### src/logic/mshr_pkg.sv
// Fixed for 4 heads and 4 entries, 64-byte blocks and 32-bit physical addresses

package mshr_pkg;

    // ==============================
    // MSHR sizes
    // ==============================

    // Heads and entries share one depth
    localparam int unsigned MSHR_LEN = 4;
    // Counts carry one bit more than an index
    localparam int unsigned MSHR_WTH = 2;

    // ==============================
    // Address fields
    // ==============================

    localparam int unsigned PADDR_WTH      = 32;
    // 64-byte cache block
    localparam int unsigned BLOCK_WTH      = 6;
    localparam int unsigned BLOCK_ADDR_WTH = PADDR_WTH - BLOCK_WTH;

    // ==============================
    // Entry payload
    // ==============================

    localparam int unsigned SIZE_WTH = 2;
    localparam int unsigned ROB_WTH  = 5;
    localparam int unsigned DATA_WTH = 32;

    // Controller state codes
    localparam logic [1:0] ST_IDLE        = 2'd0;
    localparam logic [1:0] ST_REFILL_REQ  = 2'd1;
    localparam logic [1:0] ST_REFILL_WAIT = 2'd2;
    localparam logic [1:0] ST_REPLAY_REQ  = 2'd3;

endpackage
### src/logic/dcache_mshr.sv
// wr_en_i is only legal while full_o is low; one refill is outstanding at a time

`timescale 1ns/1ps

module dcache_mshr (
    input  logic                                clk_i,
    input  logic                                reset_i,
    output logic                                full_o,
    output logic                                empty_o,
    // Miss from the cache controller
    input  logic                                wr_en_i,
    input  logic [mshr_pkg::PADDR_WTH-1:0]      wr_paddr_i,
    input  logic                                wr_is_store_i,
    input  logic [mshr_pkg::SIZE_WTH-1:0]       wr_size_i,
    input  logic [mshr_pkg::ROB_WTH-1:0]        wr_rob_idx_i,
    input  logic [mshr_pkg::DATA_WTH-1:0]       wr_data_i,
    // Refill request
    output logic                                miss_req_o,
    input  logic                                miss_ack_i,
    output logic [mshr_pkg::PADDR_WTH-1:0]      miss_addr_o,
    output logic                                miss_we_o,
    input  logic                                miss_done_i,
    // Replay
    output logic                                rpl_vld_o,
    input  logic                                rpl_rdy_i,
    output logic [mshr_pkg::PADDR_WTH-1:0]      rpl_addr_o,
    output logic                                rpl_is_store_o,
    output logic [mshr_pkg::SIZE_WTH-1:0]       rpl_size_o,
    output logic [mshr_pkg::ROB_WTH-1:0]        rpl_rob_idx_o,
    output logic [mshr_pkg::DATA_WTH-1:0]       rpl_data_o
);

    logic [mshr_pkg::BLOCK_ADDR_WTH-1:0] wr_block, head_block;
    logic [mshr_pkg::BLOCK_WTH-1:0]      wr_offset, rd_offset;
    logic [mshr_pkg::MSHR_WTH-1:0]       alloc_idx, rd_idx, rel_idx, sel_loc, sel_pos;
    logic [mshr_pkg::MSHR_WTH:0]         entry_cnt, head_cnt, head_num;
    logic                                rd_is_store, rel, head_vld, head_we, issue, del;
    logic [mshr_pkg::SIZE_WTH-1:0]       rd_size;
    logic [mshr_pkg::ROB_WTH-1:0]        rd_rob_idx;
    logic [mshr_pkg::DATA_WTH-1:0]       rd_data;

    assign wr_block  = wr_paddr_i[mshr_pkg::PADDR_WTH-1:mshr_pkg::BLOCK_WTH];
    assign wr_offset = wr_paddr_i[mshr_pkg::BLOCK_WTH-1:0];

    // Either table running out blocks new misses
    assign full_o  = (head_num == (mshr_pkg::MSHR_WTH + 1)'(mshr_pkg::MSHR_LEN))
                  || (entry_cnt == (mshr_pkg::MSHR_WTH + 1)'(mshr_pkg::MSHR_LEN));
    assign empty_o = (head_num == '0) && (entry_cnt == '0);

    mshr_entry_pool entry_pool_i (
        .clk_i, .reset_i, .wr_en_i, .wr_is_store_i, .wr_size_i, .wr_rob_idx_i, .wr_data_i,
        .wr_offset_i(wr_offset), .alloc_idx_o(alloc_idx), .rd_idx_i(rd_idx),
        .rd_is_store_o(rd_is_store), .rd_size_o(rd_size), .rd_offset_o(rd_offset),
        .rd_rob_idx_o(rd_rob_idx), .rd_data_o(rd_data), .rel_i(rel), .rel_idx_i(rel_idx),
        .entry_cnt_o(entry_cnt)
    );

    mshr_head_table head_table_i (
        .clk_i, .reset_i, .wr_en_i, .wr_block_i(wr_block), .wr_is_store_i,
        .alloc_idx_i(alloc_idx), .issue_i(issue), .del_i(del), .sel_pos_i(sel_pos),
        .head_vld_o(head_vld), .head_block_o(head_block), .head_we_o(head_we),
        .head_cnt_o(head_cnt), .sel_loc_o(sel_loc), .head_num_o(head_num)
    );

    mshr_ctrl ctrl_i (
        .clk_i, .reset_i, .head_vld_i(head_vld), .head_block_i(head_block),
        .head_we_i(head_we), .head_cnt_i(head_cnt), .sel_loc_i(sel_loc),
        .issue_o(issue), .del_o(del), .sel_pos_o(sel_pos),
        .rd_offset_i(rd_offset), .rd_is_store_i(rd_is_store), .rd_size_i(rd_size),
        .rd_rob_idx_i(rd_rob_idx), .rd_data_i(rd_data), .rd_idx_o(rd_idx),
        .rel_o(rel), .rel_idx_o(rel_idx),
        .miss_req_o, .miss_ack_i, .miss_addr_o, .miss_we_o, .miss_done_i,
        .rpl_vld_o, .rpl_rdy_i, .rpl_addr_o, .rpl_is_store_o, .rpl_size_o,
        .rpl_rob_idx_o, .rpl_data_o
    );

endmodule

### src/logic/mshr_ctrl.sv
// Serves one head at a time; miss_done_i is only expected after an accepted request

`timescale 1ns/1ps

module mshr_ctrl (
    input  logic                                 clk_i,
    input  logic                                 reset_i,
    // Oldest head from the head table
    input  logic                                 head_vld_i,
    input  logic [mshr_pkg::BLOCK_ADDR_WTH-1:0]  head_block_i,
    input  logic                                 head_we_i,
    input  logic [mshr_pkg::MSHR_WTH:0]          head_cnt_i,
    input  logic [mshr_pkg::MSHR_WTH-1:0]        sel_loc_i,
    output logic                                 issue_o,
    output logic                                 del_o,
    output logic [mshr_pkg::MSHR_WTH-1:0]        sel_pos_o,
    // Entry pool access
    input  logic [mshr_pkg::BLOCK_WTH-1:0]       rd_offset_i,
    input  logic                                 rd_is_store_i,
    input  logic [mshr_pkg::SIZE_WTH-1:0]        rd_size_i,
    input  logic [mshr_pkg::ROB_WTH-1:0]         rd_rob_idx_i,
    input  logic [mshr_pkg::DATA_WTH-1:0]        rd_data_i,
    output logic [mshr_pkg::MSHR_WTH-1:0]        rd_idx_o,
    output logic                                 rel_o,
    output logic [mshr_pkg::MSHR_WTH-1:0]        rel_idx_o,
    // Refill request
    output logic                                 miss_req_o,
    input  logic                                 miss_ack_i,
    output logic [mshr_pkg::PADDR_WTH-1:0]       miss_addr_o,
    output logic                                 miss_we_o,
    input  logic                                 miss_done_i,
    // Replay to the cache
    output logic                                 rpl_vld_o,
    input  logic                                 rpl_rdy_i,
    output logic [mshr_pkg::PADDR_WTH-1:0]       rpl_addr_o,
    output logic                                 rpl_is_store_o,
    output logic [mshr_pkg::SIZE_WTH-1:0]        rpl_size_o,
    output logic [mshr_pkg::ROB_WTH-1:0]         rpl_rob_idx_o,
    output logic [mshr_pkg::DATA_WTH-1:0]        rpl_data_o
);

    logic [1:0]                    state_q, state_d;
    // Entries of the current head already replayed
    logic [mshr_pkg::MSHR_WTH:0]   pos_q, pos_d;
    logic [mshr_pkg::MSHR_WTH-1:0] rpl_idx_q, rpl_idx_d;
    logic                          rpl_done;

    assign rpl_done = (pos_q == head_cnt_i);

    // ==============================
    // FSM
    // ==============================

    always_comb begin
        state_d    = state_q;
        pos_d      = pos_q;
        rpl_idx_d  = rpl_idx_q;
        sel_pos_o  = '0;
        miss_req_o = 1'b0;
        issue_o    = 1'b0;
        rpl_vld_o  = 1'b0;
        rel_o      = 1'b0;
        del_o      = 1'b0;
        case (state_q)
            mshr_pkg::ST_IDLE: begin
                if (head_vld_i) begin
                    state_d = mshr_pkg::ST_REFILL_REQ;
                end
            end
            mshr_pkg::ST_REFILL_REQ: begin
                miss_req_o = 1'b1;
                if (miss_ack_i) begin
                    issue_o = 1'b1;
                    state_d = mshr_pkg::ST_REFILL_WAIT;
                end
            end
            mshr_pkg::ST_REFILL_WAIT: begin
                // Load the first entry of the list for replay
                if (miss_done_i) begin
                    pos_d     = '0;
                    rpl_idx_d = sel_loc_i;
                    state_d   = mshr_pkg::ST_REPLAY_REQ;
                end
            end
            mshr_pkg::ST_REPLAY_REQ: begin
                if (rpl_done) begin
                    // Idle cycle that frees the head
                    del_o   = 1'b1;
                    state_d = mshr_pkg::ST_IDLE;
                end else begin
                    rpl_vld_o = 1'b1;
                    sel_pos_o = pos_q[mshr_pkg::MSHR_WTH-1:0] + 1'b1;
                    if (rpl_rdy_i) begin
                        rel_o     = 1'b1;
                        pos_d     = pos_q + 1'b1;
                        rpl_idx_d = sel_loc_i;
                    end
                end
            end
            default: begin
                state_d = mshr_pkg::ST_IDLE;
            end
        endcase
    end

    always_ff @(posedge clk_i) begin
        if (reset_i) begin
            state_q <= mshr_pkg::ST_IDLE;
            pos_q   <= '0;
        end else begin
            state_q <= state_d;
            pos_q   <= pos_d;
        end
    end

    always_ff @(posedge clk_i) begin
        rpl_idx_q <= rpl_idx_d;
    end

    // ==============================
    // Request and replay fields
    // ==============================

    assign miss_addr_o    = {head_block_i, {mshr_pkg::BLOCK_WTH{1'b0}}};
    assign miss_we_o      = head_we_i;

    assign rd_idx_o       = rpl_idx_q;
    assign rel_idx_o      = rpl_idx_q;
    assign rpl_addr_o     = {head_block_i, rd_offset_i};
    assign rpl_is_store_o = rd_is_store_i;
    assign rpl_size_o     = rd_size_i;
    assign rpl_rob_idx_o  = rd_rob_idx_i;
    assign rpl_data_o     = rd_data_i;

endmodule

### src/logic/mshr_head_table.sv
// Heads leave strictly in order; issue and delete always act on the oldest head

`timescale 1ns/1ps

module mshr_head_table (
    input  logic                                 clk_i,
    input  logic                                 reset_i,
    // New miss from the cache controller
    input  logic                                 wr_en_i,
    input  logic [mshr_pkg::BLOCK_ADDR_WTH-1:0]  wr_block_i,
    input  logic                                 wr_is_store_i,
    input  logic [mshr_pkg::MSHR_WTH-1:0]        alloc_idx_i,
    // From the controller
    input  logic                                 issue_i,
    input  logic                                 del_i,
    input  logic [mshr_pkg::MSHR_WTH-1:0]        sel_pos_i,
    // Oldest head view
    output logic                                 head_vld_o,
    output logic [mshr_pkg::BLOCK_ADDR_WTH-1:0]  head_block_o,
    output logic                                 head_we_o,
    output logic [mshr_pkg::MSHR_WTH:0]          head_cnt_o,
    output logic [mshr_pkg::MSHR_WTH-1:0]        sel_loc_o,
    output logic [mshr_pkg::MSHR_WTH:0]          head_num_o
);

    logic [mshr_pkg::MSHR_LEN-1:0]       vld_q;
    logic [mshr_pkg::MSHR_LEN-1:0]       issued_q;
    logic [mshr_pkg::MSHR_WTH-1:0]       ins_ptr_q;
    logic [mshr_pkg::MSHR_WTH-1:0]       del_ptr_q;
    logic [mshr_pkg::MSHR_WTH:0]         num_q;

    logic [mshr_pkg::BLOCK_ADDR_WTH-1:0] block_q [mshr_pkg::MSHR_LEN];
    logic                                we_q    [mshr_pkg::MSHR_LEN];
    logic [mshr_pkg::MSHR_WTH:0]         cnt_q   [mshr_pkg::MSHR_LEN];
    // Entry locations per head in write order
    logic [mshr_pkg::MSHR_WTH-1:0]       loc_q   [mshr_pkg::MSHR_LEN][mshr_pkg::MSHR_LEN];

    logic                                merge_hit;
    logic [mshr_pkg::MSHR_WTH-1:0]       merge_sel;
    logic                                merge_en;
    logic                                alloc_en;
    logic [mshr_pkg::MSHR_WTH-1:0]       merge_pos;

    // ==============================
    // Block match
    // ==============================

    // Only unissued heads accept merges and at most one can match
    always_comb begin
        merge_hit = 1'b0;
        merge_sel = '0;
        for (int i = 0; i < mshr_pkg::MSHR_LEN; i++) begin
            if (vld_q[i] && !issued_q[i] && block_q[i] == wr_block_i) begin
                merge_hit = 1'b1;
                merge_sel = mshr_pkg::MSHR_WTH'(i);
            end
        end
    end

    assign merge_en  = wr_en_i && merge_hit;
    assign alloc_en  = wr_en_i && !merge_hit;
    // Next free slot of the matched head's list
    assign merge_pos = cnt_q[merge_sel][mshr_pkg::MSHR_WTH-1:0];

    // ==============================
    // Control state
    // ==============================

    always_ff @(posedge clk_i) begin
        if (reset_i) begin
            vld_q     <= '0;
            issued_q  <= '0;
            ins_ptr_q <= '0;
            del_ptr_q <= '0;
            num_q     <= '0;
        end else begin
            if (alloc_en) begin
                vld_q[ins_ptr_q]    <= 1'b1;
                issued_q[ins_ptr_q] <= 1'b0;
                ins_ptr_q           <= ins_ptr_q + 1'b1;
            end
            if (issue_i) begin
                issued_q[del_ptr_q] <= 1'b1;
            end
            if (del_i) begin
                vld_q[del_ptr_q] <= 1'b0;
                del_ptr_q        <= del_ptr_q + 1'b1;
            end
            if (alloc_en && !del_i) begin
                num_q <= num_q + 1'b1;
            end else if (!alloc_en && del_i) begin
                num_q <= num_q - 1'b1;
            end
        end
    end

    // ==============================
    // Head payload
    // ==============================

    always_ff @(posedge clk_i) begin
        if (alloc_en) begin
            block_q[ins_ptr_q]   <= wr_block_i;
            we_q[ins_ptr_q]      <= wr_is_store_i;
            cnt_q[ins_ptr_q]     <= (mshr_pkg::MSHR_WTH + 1)'(1);
            loc_q[ins_ptr_q][0]  <= alloc_idx_i;
        end else if (merge_en) begin
            loc_q[merge_sel][merge_pos] <= alloc_idx_i;
            cnt_q[merge_sel]            <= cnt_q[merge_sel] + 1'b1;
            // Any store in the list makes the refill a write
            we_q[merge_sel]             <= we_q[merge_sel] | wr_is_store_i;
        end
    end

    assign head_vld_o   = vld_q[del_ptr_q];
    assign head_block_o = block_q[del_ptr_q];
    assign head_we_o    = we_q[del_ptr_q];
    assign head_cnt_o   = cnt_q[del_ptr_q];
    assign sel_loc_o    = loc_q[del_ptr_q][sel_pos_i];
    assign head_num_o   = num_q;

endmodule

### src/logic/mshr_entry_pool.sv
// Writer must not write while the pool is full; release must name a valid slot

`timescale 1ns/1ps

module mshr_entry_pool (
    input  logic                                clk_i,
    input  logic                                reset_i,
    // Write side
    input  logic                                wr_en_i,
    input  logic                                wr_is_store_i,
    input  logic [mshr_pkg::SIZE_WTH-1:0]       wr_size_i,
    input  logic [mshr_pkg::ROB_WTH-1:0]        wr_rob_idx_i,
    input  logic [mshr_pkg::DATA_WTH-1:0]       wr_data_i,
    input  logic [mshr_pkg::BLOCK_WTH-1:0]      wr_offset_i,
    output logic [mshr_pkg::MSHR_WTH-1:0]       alloc_idx_o,
    // Read and release side
    input  logic [mshr_pkg::MSHR_WTH-1:0]       rd_idx_i,
    output logic                                rd_is_store_o,
    output logic [mshr_pkg::SIZE_WTH-1:0]       rd_size_o,
    output logic [mshr_pkg::BLOCK_WTH-1:0]      rd_offset_o,
    output logic [mshr_pkg::ROB_WTH-1:0]        rd_rob_idx_o,
    output logic [mshr_pkg::DATA_WTH-1:0]       rd_data_o,
    input  logic                                rel_i,
    input  logic [mshr_pkg::MSHR_WTH-1:0]       rel_idx_i,
    output logic [mshr_pkg::MSHR_WTH:0]         entry_cnt_o
);

    logic [mshr_pkg::MSHR_LEN-1:0]  vld_q;
    logic [mshr_pkg::MSHR_WTH:0]    cnt_q;

    logic                           is_store_q [mshr_pkg::MSHR_LEN];
    logic [mshr_pkg::SIZE_WTH-1:0]  size_q     [mshr_pkg::MSHR_LEN];
    logic [mshr_pkg::BLOCK_WTH-1:0] offset_q   [mshr_pkg::MSHR_LEN];
    logic [mshr_pkg::ROB_WTH-1:0]   rob_idx_q  [mshr_pkg::MSHR_LEN];
    logic [mshr_pkg::DATA_WTH-1:0]  data_q     [mshr_pkg::MSHR_LEN];

    // ==============================
    // Free slot search
    // ==============================

    // Last free slot wins, so the highest index is picked
    always_comb begin
        alloc_idx_o = '0;
        for (int i = 0; i < mshr_pkg::MSHR_LEN; i++) begin
            if (!vld_q[i]) begin
                alloc_idx_o = mshr_pkg::MSHR_WTH'(i);
            end
        end
    end

    // ==============================
    // Valid bits and count
    // ==============================

    always_ff @(posedge clk_i) begin
        if (reset_i) begin
            vld_q <= '0;
            cnt_q <= '0;
        end else begin
            if (wr_en_i) begin
                vld_q[alloc_idx_o] <= 1'b1;
            end
            if (rel_i) begin
                vld_q[rel_idx_i] <= 1'b0;
            end
            // Write and release together leave the count alone
            if (wr_en_i && !rel_i) begin
                cnt_q <= cnt_q + 1'b1;
            end else if (!wr_en_i && rel_i) begin
                cnt_q <= cnt_q - 1'b1;
            end
        end
    end

    // Payload storage
    always_ff @(posedge clk_i) begin
        if (wr_en_i) begin
            is_store_q[alloc_idx_o] <= wr_is_store_i;
            size_q[alloc_idx_o]     <= wr_size_i;
            offset_q[alloc_idx_o]   <= wr_offset_i;
            rob_idx_q[alloc_idx_o]  <= wr_rob_idx_i;
            data_q[alloc_idx_o]     <= wr_data_i;
        end
    end

    assign rd_is_store_o = is_store_q[rd_idx_i];
    assign rd_size_o     = size_q[rd_idx_i];
    assign rd_offset_o   = offset_q[rd_idx_i];
    assign rd_rob_idx_o  = rob_idx_q[rd_idx_i];
    assign rd_data_o     = data_q[rd_idx_i];
    assign entry_cnt_o   = cnt_q;

endmodule

### config.mk
export PLATFORM = sky130hd
export DESIGN_NAME = dcache_mshr
export DESIGN_NICKNAME = d
export VERILOG_FILES = /design/src/logic/mshr_pkg.sv /design/src/logic/dcache_mshr.sv /design/src/logic/mshr_ctrl.sv /design/src/logic/mshr_head_table.sv /design/src/logic/mshr_entry_pool.sv
export SDC_FILE = /design/constraint.sdc
export NUM_CORES = 1
export LEC_CHECK = 0
export BUFFER_PORTS_ARGS = -buffer_cell sky130_fd_sc_hd__buf_2
export CORE_ASPECT_RATIO = 0.6
export CORE_UTILIZATION = 45
export DETAILED_ROUTE_END_ITERATION = 12
export GPL_TIMING_DRIVEN = 0
export SYNTH_ARGS = -nofsm -noshare
export SYNTH_HDL_FRONTEND = slang
export SYNTH_HIERARCHICAL = 1
export SYNTH_SLANG_ARGS = --single-unit
### constraint.sdc
create_clock -name clk_i -period 4.77 [get_ports clk_i]
set_input_delay 0.7155 -clock clk_i [delete_from_list [all_inputs] [get_ports clk_i]]
set_output_delay 0.7155 -clock clk_i [all_outputs]
set_load 0.05 [all_outputs]
==> summary.md <==
| Metric | Value |
|---|---|
| CTS max path bufs | 3 |
| Die Footprint | around 37,000 µm² |
| Clk_skew | between 0.015 and 0.02 ns |
| Synth top area share | 0.617 |
| First-pass GRT wire length | 52,400 µm |
| Clock Sinks | 366 |
| Worst hold path class | input pin to flip-flop |
| Io pins | 187 |
| Final hold slack | 0.407 ns |
| Seq pwr share | 0.460 |
| IO buf count | 180 |
| Crit. End Element | flip-flop |
| Final wirelength | 35,100 µm |
| Global-route usage over all layers | 0.188 |
| Tmin final | around 4.4 ns |
| Main flop type after synthesis | edfxtp_1 |
| Vias post-DR | between 8,000 and 9,000 |
| # H-tree levels | 2 |
| Normalized max-slew margin | 0.231 |
| Insertion delay to the later sink of the worst-skew pair | ~0.52 ns |
| Final Cycle Share | 0.918 |
| Gate Count Post-Synth | approximately 960 |
| Most frequent cells in the layout | edfxtp_1 (338), buf_2 (188), buf_4 (108) |
| Post-synth ARST share | 0 |
| Cell family with most CP delay | buffers and inverters |
| Mapped cell area | about 16,000 µm² |
| Yosys top cell by area | edfxtp_1 |
| Filler cells | around 2,900 |
| Mean Syn Cell Area | about 17 µm² |
| Final std cells w/o fill | between 1,500 and 2,000 |
| CP max stage cell | clkbuf_1 |
| Layout net count | ~1,300 |
| Resize count post-CTS | 0 |
| RSZ-0062 raised after global routing | false |
| DIE WIDTH | between 200 and 250 µm |
| Die H | about 150 µm |
| Synth warnings | 6 |
| Crit-path max FO | 19 |
| VDD IR max | just over 200 µV |
| CTS tree | built |
| WP data required | around 5.2 ns |
| Number of flops mapped to enable cells by yosys | between 300 and 400 |
| Initial core utilization | 0.463 |
| Core Area | 35,500 µm² |
| Vias per inst | roughly 5.3 |
| Clock transition at path regs | approximately 0.060 ns |
| Worst-Margin Slew | 1.14 ns |
| Grt ovf | 0 |
| Row Count | between 50 and 60 |
| DP Worst Slack | -0.181 ns |
| Vias in the first global route | 8,485 |
| Leak | 6.90 nW |
| Sw Share | 0.280 |
| Int Pwr | around 5.8 mW |
| Synth Register Bits | ~370 |
| Seq/Total Area, Yosys | 0.651 |
| Drt pass-1 iters | 5 |
| Crit path kind | flip-flop to flip-flop |
| Clk root buf | clkbuf_16 |
| Initial antenna violation count | 2 |
| Maxcap violations | 0 |
| Number of setup violations in the final report | 0 |
| Placed Instances | 1,621 |
| CP startpoint kind | flip-flop |
| Status | complete, no violations |
| Distinct cell type count after synthesis | 70 |
| Clock power frac | 0.339 |
| Register area | roughly 11,000 µm² |
| Synth top area cells | edfxtp_1 (62%), mux4_2 (11%), buf_4 (4.9%) |
| Post-route cell area | between 15,000 and 20,000 µm² |
| Routed length per instance | ~21 µm |
| Most common cell after layout, fill and taps aside | edfxtp_1 |
| Multi-input gate area | 4710 µm² |
| WP buf/inv | 5 |
| Final hold violation count | 0 |
| Post-CTS Hold Fix Bufs | 0 |
| Setup slack after layout | a little under 0.4 ns |
| Dpl hpwl | 25,000 µm |
| P_sw | approximately 2.3 mW |
| Layout cell share with drive strength beyond 1 | 0.396 |
| Critical Path, Cell by Cell | buf_2, clkbuf_1, mux4_2, xnor2_2, and4_2, clkbuf_1, inv_1, ha_1, inv_1, fa_1, xor2_1, or3_1, a21oi_1 |
| Gate power share | 0.201 |
| Critical Path AT | just under 5 ns |
| Gpl congestion | around 0.8 |
| Slew Viols, Final | 0 |
| Post-route DRC | 0 |
| DRT iter0 DRCs | between 700 and 800 |
| Num CTS Buffers | 36 |
| CP peak stage delay | between 0.7 and 0.8 ns |
| Largest net degree at the start of global routing | 29 |
| Cell Area, Placed | about 18,000 µm² |
| # Post-CTS Setup Buffers | 0 |
| Post-layout util | 0.543 |
| Detail Route Antenna Nets | 0 |
| Area delta synth->final | 17.1% |
| Peak Freq | 228 MHz |
| Pwr per Cell Area | 418 nW/µm² |
==> metrics by stage <==
stage / setup TNS [ns] / total power, mW
final: 0 / 8.05
after floorplan: 0 / 5.02
after global routing: 0 / 8.36
after CTS: 0 / 8.15
after global placement: -254.06 / 5.39
after detailed placement: -0.349 / 5.41
==> final cells by class <==
| cell class | instances | area share |
|---|---|---|
| Buffer | 129 | 0.0508 |
| Clock buffer | 43 | 0.0482 |
| Tap cell | 467 | 0.0304 |
| Clock inverter | 20 | 0.00949 |
| Multi-Input combinational cell | 442 | 0.245 |
| Sequential cell | 366 | 0.556 |
| Inverter | 23 | 0.00449 |
| Timing Repair Buffer | 193 | 0.0553 |
| Antenna cell | 1 | 0.000130 |
==> power groups by stage <==
stage / logic [mW] / clock network (mW) / registers, mW
6_report: 1.62 / 2.73 / 3.70
5_1_grt: 1.72 / 2.92 / 3.71
4_1_cts: 1.64 / 2.81 / 3.70
3_5_place_dp: 1.64 / 0 / 3.77
3_3_place_gp: 1.62 / 0 / 3.78
2_1_floorplan: 1.26 / 0 / 3.76
==> cells by family after synthesis <==
group | Yosys count | synth area share
xor gates and xnor gates | 113 | 0.0616
adders and majority gates | 22 | 0.0177
muxes | 95 | 0.126
and+or+nand+nor | 149 | 0.0543
DFF | 366 | 0.651
buffers and inverters | 153 | 0.0649
other | 1 | 0.000228
AOI/OAI and AO/OA | 57 | 0.0244
==> metal layers <==
metal	vias up	wire, µm	track usage
met5	-	0	0
met4	0	495	0.0407
met3	44	2670	0.0414
met2	259	14300	0.248
met1	4512	17600	0.310
li1	4057	-	-
==> worst reg2reg max path: stages, from the launching register on <==
cell	delay (ns)
dfxtp_1	0.36
buf_2	0.61
clkbuf_1	0.79
mux4_2	0.52
xnor2_2	0.20
and4_2	0.28
clkbuf_1	0.21
inv_1	0.10
ha_1	0.18
inv_1	0.06
fa_1	0.38
xor2_1	0.18
or3_1	0.31
a21oi_1	0.14
==> synth_stat cells (2+ instances only) <==
master,instances
nor4_2,4
or3_1,2
xnor2_2,3
inv_1,22
mux4_1,6
nor2b_1,3
nand2_1,21
edfxtp_1,338
or2_1,2
o21ai_0,9
buf_6,2
mux4_2,81
o21a_1,5
nor3_1,13
a21boi_0,4
mux2i_1,7
o21bai_1,2
buf_2,8
o22ai_1,4
nand2b_1,10
ha_1,20
a21oi_2,2
a31oi_1,2
xnor2_1,20
clkbuf_1,3
fa_1,2
nand3b_1,2
buf_1,5
and2_1,6
a21oi_1,15
nor4_1,21
and3_1,2
nor2_2,3
a22oi_1,3
dfxtp_1,28
xor2_1,90
nor2_1,28
nand3_1,10
nand4_1,7
buf_12,4
buf_4,107
and4_2,2
==> registers in the layout, summed over array words and instances (netlist names), named ones only <==
name	flops
ctrl_i/pos_q	3
ctrl_i/rd_idx_o	2
ctrl_i/state_q	2
entry_pool_i/data_q	128
entry_pool_i/entry_cnt_o	3
entry_pool_i/is_store_q	4
entry_pool_i/offset_q	24
entry_pool_i/rob_idx_q	20
entry_pool_i/size_q	8
entry_pool_i/vld_q	3
head_table_i/block_q	104
head_table_i/cnt_q	12
head_table_i/del_ptr_q	2
head_table_i/head_num_o	3
head_table_i/ins_ptr_q	2
head_table_i/issued_q	4
head_table_i/loc_q	32
head_table_i/vld_q	4
head_table_i/we_q	4
==> path summary, 6_finish.rpt <==
check,from,to,slack [ns],cells past startpoint
hold reg to reg,head_table_i/vld_q[1],head_table_i/vld_q[1],0.49,1
hold / removal,wr_rob_idx_i[0],entry_pool_i/rob_idx_q[2][0],0.41,1
setup / recovery,flip-flop,head_table_i/head_num_o[2],0.39,13
setup reg to reg,flip-flop,head_table_i/head_num_o[2],0.39,13
Power figures use the tool's default switching activity.
